==> config.mk <==
export PLATFORM = sky130hd
export DESIGN_NAME = huff_encoder_top
export DESIGN_NICKNAME = d
export VERILOG_FILES = /design/src/hw/huff_pkg.sv /design/src/hw/huff_codebook.sv /design/src/hw/huff_controller.sv /design/src/hw/huff_encoder_top.sv /design/src/hw/huff_histogram.sv /design/src/hw/huff_translation.sv /design/src/hw/huff_tree_builder.sv
export SDC_FILE = /design/constraint.sdc
export NUM_CORES = 1
export LEC_CHECK = 0
export BUFFER_PORTS_ARGS = -buffer_cell sky130_fd_sc_hd__buf_2
export CAP_MARGIN = 0
export CORE_ASPECT_RATIO = 1.75
export CORE_MARGIN = 2
export CORE_UTILIZATION = 40
export DETAILED_ROUTE_END_ITERATION = 6
export MAX_ROUTING_LAYER = met4
export SKIP_LAST_GASP = 1
export SYNTH_ARGS = -nofsm -noshare
export SYNTH_HDL_FRONTEND = slang
export SYNTH_SLANG_ARGS = --single-unit
export TNS_END_PERCENT = 50
==> constraint.sdc <==
create_clock -name hwclk -period 43 [get_ports hwclk]
set_clock_uncertainty 0.1 [all_clocks]
set_input_delay 2.15 -clock hwclk [delete_from_list [all_inputs] [get_ports hwclk]]
set_output_delay 2.15 -clock hwclk [all_outputs]
set_load 0.01 [all_outputs]
==> src/hw/huff_pkg.sv <==
`default_nettype none

package huff_pkg;

  // Alphabet and code geometry
  localparam int SYM_W    = 3;
  localparam int NUM_SYM  = 8;
  localparam int LEN_W    = 3;
  localparam int MAX_CODE = 7;

  // Encoder phase, walked in order by the controller
  typedef enum logic [2:0] {
    PH_IDLE,
    PH_COUNT,
    PH_BUILD,
    PH_CODEBOOK,
    PH_ENCODE
  } phase_e;

  // Code length per symbol, index 0 in the low bits
  typedef logic [NUM_SYM-1:0][LEN_W-1:0] len_table_t;

  typedef struct packed {
    logic [LEN_W-1:0]    len;
    logic [MAX_CODE-1:0] code;
  } cb_entry_t;

  typedef cb_entry_t [NUM_SYM-1:0] cb_table_t;

endpackage

`default_nettype wire

==> src/hw/huff_codebook.sv <==
`timescale 1ns/1ps
`default_nettype none

module huff_codebook
  import huff_pkg::*;
(
  input  logic       hwclk,
  input  logic       rst_n_i,
  input  phase_e     phase_i,
  input  len_table_t lengths_i,
  output cb_table_t  table_o,
  output logic       cb_done_o
);

  logic                busy_q;
  logic [LEN_W-1:0]    cur_len_q;
  logic [SYM_W-1:0]    sym_q;
  logic [MAX_CODE-1:0] code_q;
  logic [MAX_CODE-1:0] code_inc;
  logic [3:0]          assigned_q;
  logic [3:0]          assigned_d;
  logic [3:0]          n_nonzero;
  logic                hit;
  logic                sweep_en;
  logic                sweep_end;
  cb_table_t           table_q;

  always_comb begin
    n_nonzero = '0;
    for (int i = 0; i < NUM_SYM; i++) begin
      if (lengths_i[i] != '0) n_nonzero = n_nonzero + 4'd1;
    end
  end

  assign sweep_en   = busy_q && (phase_i == PH_CODEBOOK);
  assign hit        = (lengths_i[sym_q] == cur_len_q);
  assign code_inc   = code_q + {{(MAX_CODE-1){1'b0}}, hit};
  assign assigned_d = assigned_q + {3'b000, hit};
  assign sweep_end  = (cur_len_q == '1) && (sym_q == '1);
  // Stop as soon as every coded symbol has its entry
  assign cb_done_o  = sweep_en && ((assigned_d == n_nonzero) || sweep_end);

  always_ff @(posedge hwclk or negedge rst_n_i) begin
    if (!rst_n_i) begin
      busy_q     <= 1'b0;
      cur_len_q  <= '0;
      sym_q      <= '0;
      code_q     <= '0;
      assigned_q <= '0;
    end else begin
      busy_q <= (phase_i == PH_CODEBOOK);
      if ((phase_i == PH_CODEBOOK) && !busy_q) begin
        cur_len_q  <= LEN_W'(1);
        sym_q      <= '0;
        code_q     <= '0;
        assigned_q <= '0;
      end else if (sweep_en) begin
        assigned_q <= assigned_d;
        if (sym_q == '1) begin
          // Next length, running code doubles
          sym_q     <= '0;
          cur_len_q <= cur_len_q + LEN_W'(1);
          code_q    <= {code_inc[MAX_CODE-2:0], 1'b0};
        end else begin
          sym_q  <= sym_q + SYM_W'(1);
          code_q <= code_inc;
        end
      end
    end
  end

  always_ff @(posedge hwclk) begin
    if ((phase_i == PH_CODEBOOK) && !busy_q) begin
      table_q <= '0;
    end else if (sweep_en && hit) begin
      table_q[sym_q].len  <= cur_len_q;
      table_q[sym_q].code <= code_q;
    end
  end

  assign table_o = table_q;

endmodule

`default_nettype wire

==> src/hw/huff_controller.sv <==
`timescale 1ns/1ps
`default_nettype none

module huff_controller
  import huff_pkg::*;
(
  input  logic   hwclk,
  input  logic   rst_n_i,
  input  logic   start_i,
  input  logic   char_valid_i,
  input  logic   last_i,
  input  logic   build_done_i,
  input  logic   cb_done_i,
  input  logic   enc_done_i,
  output phase_e phase_o,
  output logic   done_o
);

  phase_e phase_q;
  phase_e phase_d;

  always_comb begin
    phase_d = phase_q;
    unique case (phase_q)
      PH_IDLE:     if (start_i) phase_d = PH_COUNT;
      // First pass ends with the qualified final character
      PH_COUNT:    if (char_valid_i && last_i) phase_d = PH_BUILD;
      PH_BUILD:    if (build_done_i) phase_d = PH_CODEBOOK;
      PH_CODEBOOK: if (cb_done_i) phase_d = PH_ENCODE;
      PH_ENCODE:   if (enc_done_i) phase_d = PH_IDLE;
      default:     phase_d = PH_IDLE;
    endcase
  end

  always_ff @(posedge hwclk or negedge rst_n_i) begin
    if (!rst_n_i) begin
      phase_q <= PH_IDLE;
      done_o  <= 1'b0;
    end else begin
      phase_q <= phase_d;
      // One cycle pulse as the encoder falls back to idle
      done_o  <= (phase_q == PH_ENCODE) && enc_done_i;
    end
  end

  assign phase_o = phase_q;

endmodule

`default_nettype wire

==> src/hw/huff_encoder_top.sv <==
`timescale 1ns/1ps
`default_nettype none

module huff_encoder_top
  import huff_pkg::*;
#(
  parameter int COUNT_W = 8
) (
  input  logic             hwclk,
  input  logic             rst_n_i,
  input  logic             start_i,
  input  logic             char_valid_i,
  input  logic [SYM_W-1:0] char_i,
  input  logic             last_i,
  output logic             next_char_o,
  output logic             bit_valid_o,
  output logic             bit_o,
  output logic             done_o
);

  phase_e                          phase;
  logic                            build_done;
  logic                            cb_done;
  logic                            enc_done;
  logic [NUM_SYM-1:0][COUNT_W-1:0] counts;
  len_table_t                      lengths;
  cb_table_t                       cb_table;

  huff_controller u_controller (
    .hwclk        (hwclk),
    .rst_n_i      (rst_n_i),
    .start_i      (start_i),
    .char_valid_i (char_valid_i),
    .last_i       (last_i),
    .build_done_i (build_done),
    .cb_done_i    (cb_done),
    .enc_done_i   (enc_done),
    .phase_o      (phase),
    .done_o       (done_o)
  );

  // First pass
  huff_histogram #(.COUNT_W(COUNT_W)) u_histogram (
    .hwclk        (hwclk),
    .rst_n_i      (rst_n_i),
    .phase_i      (phase),
    .char_valid_i (char_valid_i),
    .char_i       (char_i),
    .counts_o     (counts)
  );

  huff_tree_builder #(.COUNT_W(COUNT_W)) u_tree_builder (
    .hwclk        (hwclk),
    .rst_n_i      (rst_n_i),
    .phase_i      (phase),
    .counts_i     (counts),
    .lengths_o    (lengths),
    .build_done_o (build_done)
  );

  huff_codebook u_codebook (
    .hwclk     (hwclk),
    .rst_n_i   (rst_n_i),
    .phase_i   (phase),
    .lengths_i (lengths),
    .table_o   (cb_table),
    .cb_done_o (cb_done)
  );

  // Second pass, header then replayed characters
  huff_translation u_translation (
    .hwclk        (hwclk),
    .rst_n_i      (rst_n_i),
    .phase_i      (phase),
    .lengths_i    (lengths),
    .table_i      (cb_table),
    .char_valid_i (char_valid_i),
    .char_i       (char_i),
    .last_i       (last_i),
    .next_char_o  (next_char_o),
    .bit_valid_o  (bit_valid_o),
    .bit_o        (bit_o),
    .enc_done_o   (enc_done)
  );

endmodule

`default_nettype wire

==> src/hw/huff_histogram.sv <==
`timescale 1ns/1ps
`default_nettype none

module huff_histogram
  import huff_pkg::*;
#(
  parameter int COUNT_W = 8
) (
  input  logic                            hwclk,
  input  logic                            rst_n_i,
  input  phase_e                          phase_i,
  input  logic                            char_valid_i,
  input  logic [SYM_W-1:0]                char_i,
  output logic [NUM_SYM-1:0][COUNT_W-1:0] counts_o
);

  logic [NUM_SYM-1:0][COUNT_W-1:0] counts_q;

  // Held at zero while idle, so the counters are clear
  // on the same edge that enters the count phase
  always_ff @(posedge hwclk or negedge rst_n_i) begin
    if (!rst_n_i) begin
      counts_q <= '0;
    end else if (phase_i == PH_IDLE) begin
      counts_q <= '0;
    end else if ((phase_i == PH_COUNT) && char_valid_i) begin
      counts_q[char_i] <= counts_q[char_i] + COUNT_W'(1);
    end
  end

  assign counts_o = counts_q;

endmodule

`default_nettype wire

==> src/hw/huff_translation.sv <==
`timescale 1ns/1ps
`default_nettype none

module huff_translation
  import huff_pkg::*;
(
  input  logic             hwclk,
  input  logic             rst_n_i,
  input  phase_e           phase_i,
  input  len_table_t       lengths_i,
  input  cb_table_t        table_i,
  input  logic             char_valid_i,
  input  logic [SYM_W-1:0] char_i,
  input  logic             last_i,
  output logic             next_char_o,
  output logic             bit_valid_o,
  output logic             bit_o,
  output logic             enc_done_o
);

  localparam int HDR_W  = NUM_SYM * LEN_W;
  localparam int BCNT_W = $clog2(HDR_W + 1);

  logic                busy_q;
  logic                pend_q;
  logic                last_q;
  logic [BCNT_W-1:0]   bits_q;
  logic [HDR_W-1:0]    shift_q;
  logic [HDR_W-1:0]    hdr_word;
  logic                hdr_load;
  logic                char_load;
  logic                shifting;
  logic                final_bit;
  cb_entry_t           entry;
  logic [MAX_CODE-1:0] code_aligned;

  // Symbol 0 length sits at the top so it leaves first
  always_comb begin
    hdr_word = '0;
    for (int i = 0; i < NUM_SYM; i++) begin
      hdr_word[HDR_W-1-i*LEN_W -: LEN_W] = lengths_i[i];
    end
  end

  assign entry        = table_i[char_i];
  assign code_aligned = entry.code << (MAX_CODE - entry.len);
  assign hdr_load     = (phase_i == PH_ENCODE) && !busy_q;
  assign char_load    = busy_q && (phase_i == PH_ENCODE) && pend_q && char_valid_i;
  assign shifting     = (bits_q != '0);
  assign final_bit    = (bits_q == BCNT_W'(1));
  assign bit_valid_o  = shifting;
  assign bit_o        = shift_q[HDR_W-1];

  always_ff @(posedge hwclk or negedge rst_n_i) begin
    if (!rst_n_i) begin
      busy_q      <= 1'b0;
      pend_q      <= 1'b0;
      last_q      <= 1'b0;
      bits_q      <= '0;
      next_char_o <= 1'b0;
      enc_done_o  <= 1'b0;
    end else begin
      busy_q      <= (phase_i == PH_ENCODE);
      next_char_o <= 1'b0;
      enc_done_o  <= 1'b0;
      if (phase_i != PH_ENCODE) begin
        pend_q <= 1'b0;
        last_q <= 1'b0;
        bits_q <= '0;
      end else if (!busy_q) begin
        pend_q <= 1'b0;
        last_q <= 1'b0;
        bits_q <= BCNT_W'(HDR_W);
      end else if (shifting) begin
        bits_q <= bits_q - BCNT_W'(1);
        if (final_bit && last_q) begin
          enc_done_o <= 1'b1;
        end else if (final_bit) begin
          // Ask for the next character and wait for it
          next_char_o <= 1'b1;
          pend_q      <= 1'b1;
        end
      end else if (char_load) begin
        pend_q <= 1'b0;
        last_q <= last_i;
        bits_q <= BCNT_W'(entry.len);
      end
    end
  end

  always_ff @(posedge hwclk) begin
    if (hdr_load) begin
      shift_q <= hdr_word;
    end else if (char_load) begin
      shift_q <= {code_aligned, {(HDR_W-MAX_CODE){1'b0}}};
    end else if (shifting) begin
      shift_q <= {shift_q[HDR_W-2:0], 1'b0};
    end
  end

endmodule

`default_nettype wire

==> src/hw/huff_tree_builder.sv <==
`timescale 1ns/1ps
`default_nettype none

module huff_tree_builder
  import huff_pkg::*;
#(
  parameter int COUNT_W = 8
) (
  input  logic                            hwclk,
  input  logic                            rst_n_i,
  input  phase_e                          phase_i,
  input  logic [NUM_SYM-1:0][COUNT_W-1:0] counts_i,
  output len_table_t                      lengths_o,
  output logic                            build_done_o
);

  logic                            busy_q;
  logic [NUM_SYM-1:0][COUNT_W-1:0] cnt_q;
  logic [NUM_SYM-1:0]              vld_q;
  logic [NUM_SYM-1:0][NUM_SYM-1:0] mask_q;
  len_table_t                      len_q;
  logic [SYM_W-1:0]                least1;
  logic [SYM_W-1:0]                least2;
  logic                            l1_found;
  logic                            l2_found;
  logic [3:0]                      n_valid;
  logic [NUM_SYM-1:0]              add_mask;
  logic                            merge_en;

  // Least pair search, strict compare keeps ties on the lowest slot
  always_comb begin
    least1   = '0;
    least2   = '0;
    l1_found = 1'b0;
    l2_found = 1'b0;
    n_valid  = '0;
    for (int i = 0; i < NUM_SYM; i++) begin
      if (vld_q[i]) begin
        n_valid = n_valid + 4'd1;
        if (!l1_found || (cnt_q[i] < cnt_q[least1])) begin
          least1   = SYM_W'(i);
          l1_found = 1'b1;
        end
      end
    end
    for (int i = 0; i < NUM_SYM; i++) begin
      if (vld_q[i] && (SYM_W'(i) != least1)) begin
        if (!l2_found || (cnt_q[i] < cnt_q[least2])) begin
          least2   = SYM_W'(i);
          l2_found = 1'b1;
        end
      end
    end
  end

  // A lone symbol still gets one bit through the same increment
  assign add_mask = (l1_found ? mask_q[least1] : '0) | (l2_found ? mask_q[least2] : '0);
  assign merge_en = busy_q && (phase_i == PH_BUILD);
  assign build_done_o = merge_en && (n_valid <= 4'd2);

  // Low for the first build cycle, which loads the slots
  always_ff @(posedge hwclk or negedge rst_n_i) begin
    if (!rst_n_i) begin
      busy_q <= 1'b0;
    end else begin
      busy_q <= (phase_i == PH_BUILD);
    end
  end

  always_ff @(posedge hwclk) begin
    if ((phase_i == PH_BUILD) && !busy_q) begin
      for (int i = 0; i < NUM_SYM; i++) begin
        cnt_q[i]  <= counts_i[i];
        vld_q[i]  <= (counts_i[i] != '0);
        mask_q[i] <= NUM_SYM'(1) << i;
        len_q[i]  <= '0;
      end
    end else if (merge_en) begin
      for (int j = 0; j < NUM_SYM; j++) begin
        if (add_mask[j]) len_q[j] <= len_q[j] + LEN_W'(1);
      end
      // Parent takes the least1 slot
      if (l2_found) begin
        cnt_q[least1]  <= cnt_q[least1] + cnt_q[least2];
        mask_q[least1] <= mask_q[least1] | mask_q[least2];
        vld_q[least2]  <= 1'b0;
      end
    end
  end

  assign lengths_o = len_q;

endmodule

`default_nettype wire

==> results of run 1 <==
worst max path at each step:
| stage | to | depth (start not counted) | startpoint |
|---|---|---|---|
| 2_1_floorplan | u_tree_builder.cnt_q[55]$_DFFE_PP_ | 149 | u_tree_builder.cnt_q[5]$_DFFE_PP_ |
| 3_3_place_gp | u_tree_builder.cnt_q[55]$_DFFE_PP_ | 140 | u_tree_builder.cnt_q[7]$_DFFE_PP_ |
| 3_5_place_dp | u_tree_builder.cnt_q[55]$_DFFE_PP_ | 144 | u_tree_builder.cnt_q[7]$_DFFE_PP_ |
| 4_1_cts | u_tree_builder.cnt_q[55]$_DFFE_PP_ | 144 | u_tree_builder.cnt_q[7]$_DFFE_PP_ |
| 5_1_grt | u_tree_builder.cnt_q[7]$_DFFE_PP_ | 144 | u_tree_builder.cnt_q[7]$_DFFE_PP_ |
| 6_report | u_tree_builder.cnt_q[55]$_DFFE_PP_ | 144 | u_tree_builder.cnt_q[7]$_DFFE_PP_ |
state kept, by name, indices dropped and copies added, names as in the netlist, 3 cells and up:
| name | count |
|---|---|
| u_tree_builder.vld_q | 8 |
| u_codebook.cur_len_q | 3 |
| u_tree_builder.cnt_q | 64 |
| u_translation.shift_q | 24 |
| u_codebook.table_o | 80 |
| u_codebook.sym_q | 3 |
| u_codebook.code_q | 7 |
| u_translation.bits_q | 5 |
| u_histogram.counts_o | 64 |
| u_tree_builder.lengths_o | 24 |
| u_codebook.assigned_q | 4 |
| u_controller.phase_o | 3 |
| u_tree_builder.mask_q | 64 |
cells in the final DEF (no fill, tap or decap), types with 34 or more instances in the layout:
cell type,n
a21o_1,35
a21oi_1,133
a22oi_1,65
and3_1,37
buf_4,68
clkbuf_16,34
dfrtp_1,97
dfxtp_1,168
edfxtp_1,96
ha_1,140
inv_1,90
mux2i_1,161
nand2_1,393
nand2b_1,36
nand3_1,166
nor2_1,251
o21ai_0,278
per-layer routing:
metal	global-route usage [%]	wire length, um	vias to the layer above
li1	-	-	10685
met2	57.5	52900	1101
met3	4.96	6010	480
met1	33.4	35500	11472
met4	29.3	11000	0
met5	-	0	-
per-stage QoR:
| step | hold slack [ns] | total power (uW) | instances |
|---|---|---|---|
| 6_report | 0.369 | 645 | 3693 |
| 5_1_grt | 0.387 | 660 | 3690 |
| 4_1_cts | 0.373 | 650 | 3687 |
| 3_5_place_dp | 0.365 | 362 | 3629 |
| 3_3_place_gp | 0.355 | 362 | 3629 |
| 2_1_floorplan | 0.330 | 358 | 2941 |
critical path: cells and delay by family (launching register included):
kind / cells / cell delay, ns
compound gates: 82 / 21.70
xor+xnor: 1 / 0.21
fa+ha+maj: 14 / 4.07
buf+inv: 7 / 1.78
flops: 1 / 0.72
mux: 4 / 1.00
simple gates: 36 / 7.77
final cells by class:
| class | count | area (um^2) |
|---|---|---|
| Fill cell | 6076 | 34500 |
| Multi-Input combinational cell | 2305 | 15100 |
| Sequential cell | 361 | 8670 |
| Tap cell | 793 | 992 |
| Clock buffer | 48 | 963 |
| Timing Repair Buffer | 78 | 561 |
| Inverter | 92 | 345 |
| Clock inverter | 10 | 72.6 |
| Antenna cell | 6 | 15.0 |
power by group through the flow:
stage	clock network (uW)	logic [uW]	registers [uW]
floorplan	0	2.64	356
global placement	0	6.84	356
detailed placement	0	6.87	356
CTS	295	6.90	348
global route	305	7.50	348
finish	290	6.86	348
kinds of logic after synthesis:
logic type      count (synthesis)  synth area share [%]
xor+xnor                       51                  1.80
flops                         361                  35.0
buf+inv                       275                  4.41
simple gates                 1063                  19.8
compound gates                851                  23.4
mux                           199                  8.42
fa+ha+maj                     141                  7.15
==> flow_metrics.env, run 1 <==
export IMPL_antenna_found_initial=3
export IMPL_grt_pass1_wl_mm=155
export IMPL_pwr_share_clk_pct=45.0
export IMPL_p_seq_share_pct=54.0
export IMPL_num_vias=23738
export IMPL_area_delta_synth_final_pct=7.85
export IMPL_netlist_area_um2=24800
export IMPL_rsz0062_at_grt="no"
export IMPL_finalHoldViolCount=0
export IMPL_hold_depth=1
export IMPL_grt_pass1_vias=23663
export IMPL_critPathRequiredTime_ns=43.24
export IMPL_dp_hpwl_mm=77.6
export IMPL_die_w_um=192
export IMPL_netSwitchingPower_uw=138
export IMPL_cts_hold_buffers=0
export IMPL_ios=12
export IMPL_fin_crit_sh_pct=87.6
export IMPL_final_area_um2=26700
export IMPL_port_buffers=11
export IMPL_ys_seq_elements=361
export IMPL_crit_path_start_kind="register"
export IMPL_hp_start="u_translation.enc_done_o$_DFF_PN0_"
export IMPL_synth_edf_count=96
export IMPL_max_vdd_ir_drop_uv=35.6
export IMPL_cellPowerDensity_nw_per_um2=24.1
export IMPL_coreArea_um2=61300
export IMPL_cap_violations=0
export IMPL_tightest_slew_ns=1.30
export IMPL_violations="design-rule violations"
export IMPL_yosys_top_cells_area="dfxtp_1, edfxtp_1, dfrtp_1"
export IMPL_drc=7
export IMPL_fmax_mhz=26.6
export IMPL_r2r_end="u_tree_builder.cnt_q[55]$_DFFE_PP_"
export IMPL_place_area_um2=25700
export IMPL_syn_nets=3090
export IMPL_worstRegToRegCells=144
export IMPL_clk_pin_slew_worst_paths_ns=0.07
export IMPL_cts_sinks=361
export IMPL_final_antenna_net_count=0
export IMPL_ys_types=104
export IMPL_fin_setup_tns_ns=0
export IMPL_crit_path_end_kind="register"
export IMPL_yosysSeqAreaShare_pct=35.0
export IMPL_p_comb_share_pct=1.1
export IMPL_grtUsageTotal_pct=33.8
export IMPL_sw_frac_of_total_pct=21.4
export IMPL_cts_tree="built"
export IMPL_cts_made_buffers=31
export IMPL_clk_latency_ns=0.61
export IMPL_nets=3018
export IMPL_start_util_pct=40.4
export IMPL_reg2reg_slack_ns=5.34
export IMPL_htree_levels=1
export IMPL_gp_congestion=1.05
export IMPL_p_int_uw=507
export IMPL_netlist_top_cells_count="nand2_1, o21ai_0, nor2_1"
export IMPL_cts_root_buf="clkbuf_16"
export IMPL_avgSynthCellArea_um2=8.42
export IMPL_whs_endpoint="u_controller.phase_o[2]$_DFFE_PN0P_"
export IMPL_p_leak_uw=0.0111
export IMPL_rr_startpoint="u_tree_builder.cnt_q[7]$_DFFE_PP_"
export IMPL_yosysTopAreaCell="dfxtp_1"
export IMPL_drtIter0Drc=1789
export IMPL_die_y_um=333
export IMPL_cts_repair_resized=0
export IMPL_via_per_inst=6.43
export IMPL_place_ws_ns=6.01
export IMPL_timing_final_max_slew_violations=0
export IMPL_min_path_type="reg -> reg"
export IMPL_max_stage_delay_ns=0.95
export IMPL_drive_gt1_share_pct=8.26
export IMPL_yosys_warnings=0
export IMPL_synth_top_area_share_pct=13.6
export IMPL_crit_slowest_cell="nor3_1"
export IMPL_critPathArrivalTime_ns=37.90
export IMPL_period_minus_slack_ns=37.66
export IMPL_wl_per_cell_um=28.6
export IMPL_routed_wl_mm=105
export IMPL_slew_headroom_pct=12.7
export IMPL_outcome="complete, but fails checks"
export IMPL_finalSetupViolCount=0
export IMPL_crit_fanout=49
export IMPL_async_flop_share_pct=26.9
export IMPL_cts_setup_buffers=0
export IMPL_final_util_pct=43.6
export IMPL_path_class="reg -> reg"
export IMPL_synth_ff_type="dfxtp_1"
export IMPL_synth_most_common_cell="nand2_1"
export IMPL_clockBufferDepth=3
export IMPL_overflow=0
export IMPL_die_area_um2=64000
export IMPL_drtPass1Iterations=7
export IMPL_netlist_instances=2941
export IMPL_row_count=120
export IMPL_finalWorstSetupSlack_ns=5.34
export IMPL_grt_max_degree=92
Note: power is estimated with default switching activity, not from simulation.
==> inputs of run 2 (changes only) <==
Settings changed: CELL_PAD_IN_SITES_DETAIL_PLACEMENT set to 1, CELL_PAD_IN_SITES_GLOBAL_PLACEMENT set to 1, PLACE_DENSITY_LB_ADDON set to 0.1.
Clock period 43 ns to 34.4 ns, I/O delays scaled along.
==> run 2 against run 1 <==
  * Worst hold slack better by 0.017 ns
  * Clock power up 39%
  * The flow now finishes without violations
  * Critical path depth increased by 10
  * Largest cell class unchanged
  * Final area grew 2.7%
  * Routed wire length is 12% higher
==> flow_metrics.env, run 2 (synthesis gave the netlist of run 1 again) <==
export IMPL_fin_crit_sh_pct=94.1
export IMPL_start_util_pct=40.4
export IMPL_max_vdd_ir_drop_uv=42.3
export IMPL_grt_max_degree=81
export IMPL_rr_startpoint="u_tree_builder.cnt_q[3]$_DFFE_PP_"
export IMPL_crit_path_end_kind="register"
export IMPL_crit_family="compound AO/OA/AOI/OAI gates"
export IMPL_clockBufferDepth=3
export IMPL_grt_pass1_wl_mm=172
export IMPL_slew_headroom_pct=12.9
export IMPL_die_area_um2=64000
export IMPL_tightest_slew_ns=1.30
export IMPL_final_antenna_net_count=0
export IMPL_largest_register_ffs=80
export IMPL_antenna_found_initial=9
export IMPL_grtUsageTotal_pct=38.1
export IMPL_cts_sinks=361
export IMPL_crit_slowest_cell="edfxtp_1"
export IMPL_die_y_um=333
export IMPL_die_w_um=192
export IMPL_drtPass1Iterations=5
export IMPL_cp_depth=154
export IMPL_crit_top_cell="a21o_1"
export IMPL_row_count=120
export IMPL_path_class="reg -> reg"
export IMPL_via_per_inst=6.43
export IMPL_critPathRequiredTime_ns=34.60
export IMPL_cts_root_buf="clkbuf_16"
export IMPL_coreArea_um2=61300
export IMPL_grt_pass1_vias=25210
export IMPL_clk_latency_ns=0.56
export IMPL_reg2reg_slack_ns=2.02
export IMPL_cts_made_buffers=35
export IMPL_cellPowerDensity_nw_per_um2=30.8
export IMPL_area_delta_synth_final_pct=10.7
export IMPL_final_common_cell="nand2_1"
export IMPL_outcome="completed"
export IMPL_drtIter0Drc=1474
export IMPL_routed_wl_mm=118
export IMPL_nFillCells=7284
export IMPL_place_area_um2=25900
export IMPL_htree_levels=2
export IMPL_num_vias=24181
export IMPL_fin_cells=3758
export IMPL_dp_hpwl_mm=86.5
export IMPL_hp_start="u_tree_builder.mask_q[51]$_SDFFE_PP0P_"
export IMPL_port_buffers=11
export IMPL_p_leak_uw=0.0115
export IMPL_drc=0
export IMPL_drive_gt1_share_pct=11.1
export IMPL_finalSetupViolCount=0
export IMPL_min_path_type="reg -> reg"
export IMPL_max_stage_delay_ns=0.64
export IMPL_nets=3078
export IMPL_final_area_um2=27400
export IMPL_crit_end="u_tree_builder.cnt_q[7]$_DFFE_PP_"
export IMPL_gp_congestion=1.05
export IMPL_critPathArrivalTime_ns=32.58
export IMPL_timing_final_max_slew_violations=0
export IMPL_crit_path_start_kind="register"
export IMPL_critical_path_buf_inv_count=11
export IMPL_place_inst=3664
export IMPL_period_minus_slack_ns=32.38
export IMPL_ios=12
export IMPL_worstRegToRegCells=154
export IMPL_finalHoldViolCount=0
export IMPL_fmax_mhz=30.9
export IMPL_cts_tree="built"
export IMPL_startpoint="u_tree_builder.cnt_q[3]$_DFFE_PP_"
export IMPL_clk_pin_slew_worst_paths_ns=0.07
export IMPL_crit_fanout=17
export IMPL_final_cell_mix="nand2_1, o21ai_0, nor2_1"
export IMPL_cap_violations=0
export IMPL_r2r_end="u_tree_builder.cnt_q[7]$_DFFE_PP_"
export IMPL_overflow=0
export IMPL_wl_per_cell_um=31.3
run 2: power by group:
group          internal (uW)  total (uW)  switching, uW  leakage (uW)
Combinational           1.71        8.97           7.25       0.00753
Clock                    222         402            180      0.000572
Sequential               435         435          0.131       0.00338
run 2: stage by stage:
| step | total power, uW | hold WS, ns | setup TNS [ns] | util (%) | setup WS, ns |
|---|---|---|---|---|---|
| after floorplan | 448 | 0.330 | 0 | - | 3.29 |
| after global placement | 453 | 0.350 | 0 | 42.3 | 0.626 |
| after detailed placement | 453 | 0.370 | -2.36 | 42.3 | -0.339 |
| after CTS | 854 | 0.385 | 0 | 44.2 | 0.186 |
| after global routing | 865 | 0.410 | -0.876 | 44.8 | -0.134 |
| final | 846 | 0.386 | 0 | 44.8 | 2.02 |
run 2: layout make-up:
cell class              count  area [um^2]  share of cell area [%]
diodes                      9         22.5                  0.0821
clock buffers              44          951                    3.47
clock inverters            20          201                   0.734
inverters                  92          345                    1.26
multi-input cells        2306        15300                    55.7
flip-flops and latches    361         8670                    31.6
well taps                 793          992                    3.62
repair buffers            133          977                    3.56
run 2: worst register-to-register path: cells and delay by family (launching register included):
kind                     cells  cell delay [ns]
AO/OA/AOI/OAI               80            17.37
AND/OR/NAND/NOR             43             6.43
adder cells (fa/ha/maj)     14             4.15
buffers and inverters       11             2.09
multiplexers                 5             1.12
flip-flops                   1             0.64
XOR/XNOR                     1             0.26
run 2: layer usage:
metal / global-route usage, % / vias to the layer above / part of all wire [%]
li1: - / 10807 / -
met1: 35.4 / 12032 / 33
met2: 64.0 / 839 / 50
met3: 9.37 / 503 / 5.8
met4: 34.1 / 0 / 11
met5: - / - / 0
run 2: what timing repair did:
action                     in CTS  in global routing
pin swaps                       0                  2
setup endpoints to repair      12                159
gates cloned                    0                  1
hold buffers                    0                  0
buffers inserted                0                 20
resized for setup               2                 41
run 2: how the worst min path moves through the flow:
| stage | endpoint | slack (ns) | depth (start not counted) |
|---|---|---|---|
| 5_1_grt | u_translation.next_char_o$_DFF_PN0_ | 0.41 | 1 |
| 3_3_place_gp | u_translation.next_char_o$_DFF_PN0_ | 0.35 | 1 |
| 6_report | u_tree_builder.mask_q[51]$_SDFFE_PP0P_ | 0.39 | 2 |
| 2_1_floorplan | u_controller.phase_o[2]$_DFFE_PN0P_ | 0.33 | 1 |
| 3_5_place_dp | u_tree_builder.mask_q[25]$_SDFFE_PP0P_ | 0.37 | 2 |
| 4_1_cts | u_translation.next_char_o$_DFF_PN0_ | 0.38 | 1 |
==> inputs of run 3 (changes only) <==
Settings changed: CTS_BUF_LIST set to sky130_fd_sc_hd__clkbuf_2.
==> run 3 against run 2 <==
  * Cell count rose by 2.7%
  * Clock-buffer cell count grew 75
  * Combinational power down 1%
  * Die area stayed put
  * Worst setup slack better by 0.16 ns
==> flow_metrics.env, run 3 (synthesis gave the netlist of run 1 again) <==
export IMPL_final_antenna_net_count=0
export IMPL_crit_family="compound AO/OA/AOI/OAI gates"
export IMPL_slew_headroom_pct=10.3
export IMPL_final_area_um2=27200
export IMPL_p_total_uw=748
export IMPL_place_inst=3664
export IMPL_die_w_um=192
export IMPL_critPathArrivalTime_ns=32.93
export IMPL_grt_max_degree=81
export IMPL_drtPass1Iterations=6
export IMPL_timing_final_max_slew_violations=0
export IMPL_min_path_type="reg -> reg"
export IMPL_crit_path_end_kind="register"
export IMPL_cts_root_buf="clkbuf_2"
export IMPL_final_common_cell="nand2_1"
export IMPL_drc=0
export IMPL_start_util_pct=40.4
export IMPL_die_y_um=333
export IMPL_crit_slowest_cell="edfxtp_1"
export IMPL_fin_cells=3859
export IMPL_period_minus_slack_ns=32.22
export IMPL_coreArea_um2=61300
export IMPL_outcome="completed"
export IMPL_finalHoldViolCount=0
export IMPL_dp_hpwl_mm=86.5
export IMPL_path_class="reg -> reg"
export IMPL_area_delta_synth_final_pct=9.69
export IMPL_gp_congestion=1.05
export IMPL_routed_wl_mm=117
export IMPL_critical_path_buf_inv_count=10
export IMPL_drtIter0Drc=1476
export IMPL_nets=3130
export IMPL_cts_tree="built"
export IMPL_critPathRequiredTime_ns=35.11
export IMPL_finalSetupViolCount=0
export IMPL_drive_gt1_share_pct=13.5
export IMPL_grt_pass1_wl_mm=173
export IMPL_row_count=120
export IMPL_cts_made_buffers=84
export IMPL_clockBufferDepth=3
export IMPL_die_area_um2=64000
export IMPL_grtUsageTotal_pct=38.4
export IMPL_crit_fanout=24
export IMPL_wl_per_cell_um=30.4
export IMPL_clk_pin_slew_worst_paths_ns=0.13
export IMPL_grt_pass1_vias=25663
export IMPL_port_buffers=11
export IMPL_place_area_um2=25900
export IMPL_htree_levels=3
export IMPL_overflow=0
export IMPL_fmax_mhz=31.0
export IMPL_cap_violations=0
export IMPL_cts_sinks=361
export IMPL_crit_path_start_kind="register"
export IMPL_num_vias=24538
export IMPL_max_stage_delay_ns=0.66
export IMPL_ios=12
export IMPL_tightest_slew_ns=1.34
export IMPL_clk_latency_ns=1.11
export IMPL_cellPowerDensity_nw_per_um2=27.5
export IMPL_antenna_found_initial=13
export IMPL_max_vdd_ir_drop_uv=29.3
export IMPL_largest_register_ffs=80
export IMPL_via_per_inst=6.36
export IMPL_p_leak_uw=0.0115
export IMPL_fin_crit_sh_pct=93.6
export IMPL_final_cell_mix="nand2_1, o21ai_0, nor2_1"
==> run 3: cell count changes in the layout (fill, tap and decap cells not counted), moves of 2 or more <==
cell and delta:
clkbuf_2 +119, clkbuf_16 -36, clkinv_1 +21, clkbuf_1 -6, diode_2 +6, clkinv_2 -2
clkinv_4 -2, inv_2 +2
==> run 3: report_power, final <==
part,leakage [uW],switching [uW],total (uW),internal (uW)
clock network,0.000601,193,304,110
logic,0.00756,7.14,8.85,1.71
registers,0.00338,0.136,435,435
==> run 3: worst paths after layout <==
kind                                                         from                                      to  slack, ns  cells after the start
setup / recovery                u_tree_builder.cnt_q[3]$_DFFE_PP_      u_tree_builder.cnt_q[39]$_DFFE_PP_       2.18                    148
hold reg to reg            u_tree_builder.mask_q[25]$_SDFFE_PP0P_  u_tree_builder.mask_q[25]$_SDFFE_PP0P_       0.39                      2
min in group asynchronous                                 rst_n_i          u_translation.busy_q$_DFF_PN0_       0.45                      1
hold / removal             u_tree_builder.mask_q[25]$_SDFFE_PP0P_  u_tree_builder.mask_q[25]$_SDFFE_PP0P_       0.39                      2
max in group asynchronous                                 rst_n_i    u_histogram.counts_o[27]$_DFFE_PN0P_      32.46                      2
setup reg to reg                u_tree_builder.cnt_q[3]$_DFFE_PP_      u_tree_builder.cnt_q[39]$_DFFE_PP_       2.18                    148
==> run 3: routing by layer <==
| metal | up-vias | track usage (%) | share of wire (%) |
|---|---|---|---|
| met5 | - | - | 0 |
| met4 | 0 | 34.3 | 10 |
| met3 | 553 | 12.2 | 6.1 |
| met2 | 873 | 64.6 | 51 |
| met1 | 12111 | 34.0 | 32 |
| li1 | 11001 | - | - |
==> run 3: per-stage QoR <==
step                      setup WS, ns  utilization (%)  hold WS [ns]  TNS (ns)
after floorplan                   3.29                -         0.330         0
after global placement           0.626             42.3         0.350         0
after CTS                        0.136             43.7         0.350         0
after detailed placement        -0.339             42.3         0.370     -2.36
after global routing           -0.0310             44.4         0.389    -0.110
final                             2.18             44.4         0.393         0
==> run 3: worst reg2reg max path: cells and delay by family, from the launching register on <==
kind	cells	cell delay, ns
flops	1	0.66
fa+ha+maj	14	4.35
buf+inv	10	2.09
xor+xnor	1	0.26
compound gates	78	16.94
simple gates	41	6.15
mux	4	1.41
==> run 3: cell type report <==
type / instances / area [um^2]
diodes: 15 / 37.5
inverters: 92 / 345
clock buffers: 119 / 596
clock inverters: 37 / 213
fillers: 7402 / 34100
flip-flops and latches: 361 / 8670
repair buffers: 135 / 1010
well taps: 793 / 992
multi-input cells: 2307 / 15300
==> run 3: what timing repair did <==
item                                   CTS  global route
hold buffers                             0             0
endpoints found under the hold margin    0             0
setup buffers                            0            20
gates cloned                             0             2
setup endpoints to repair               16           160
pin swaps                                0             5
gates resized for setup                  2            46
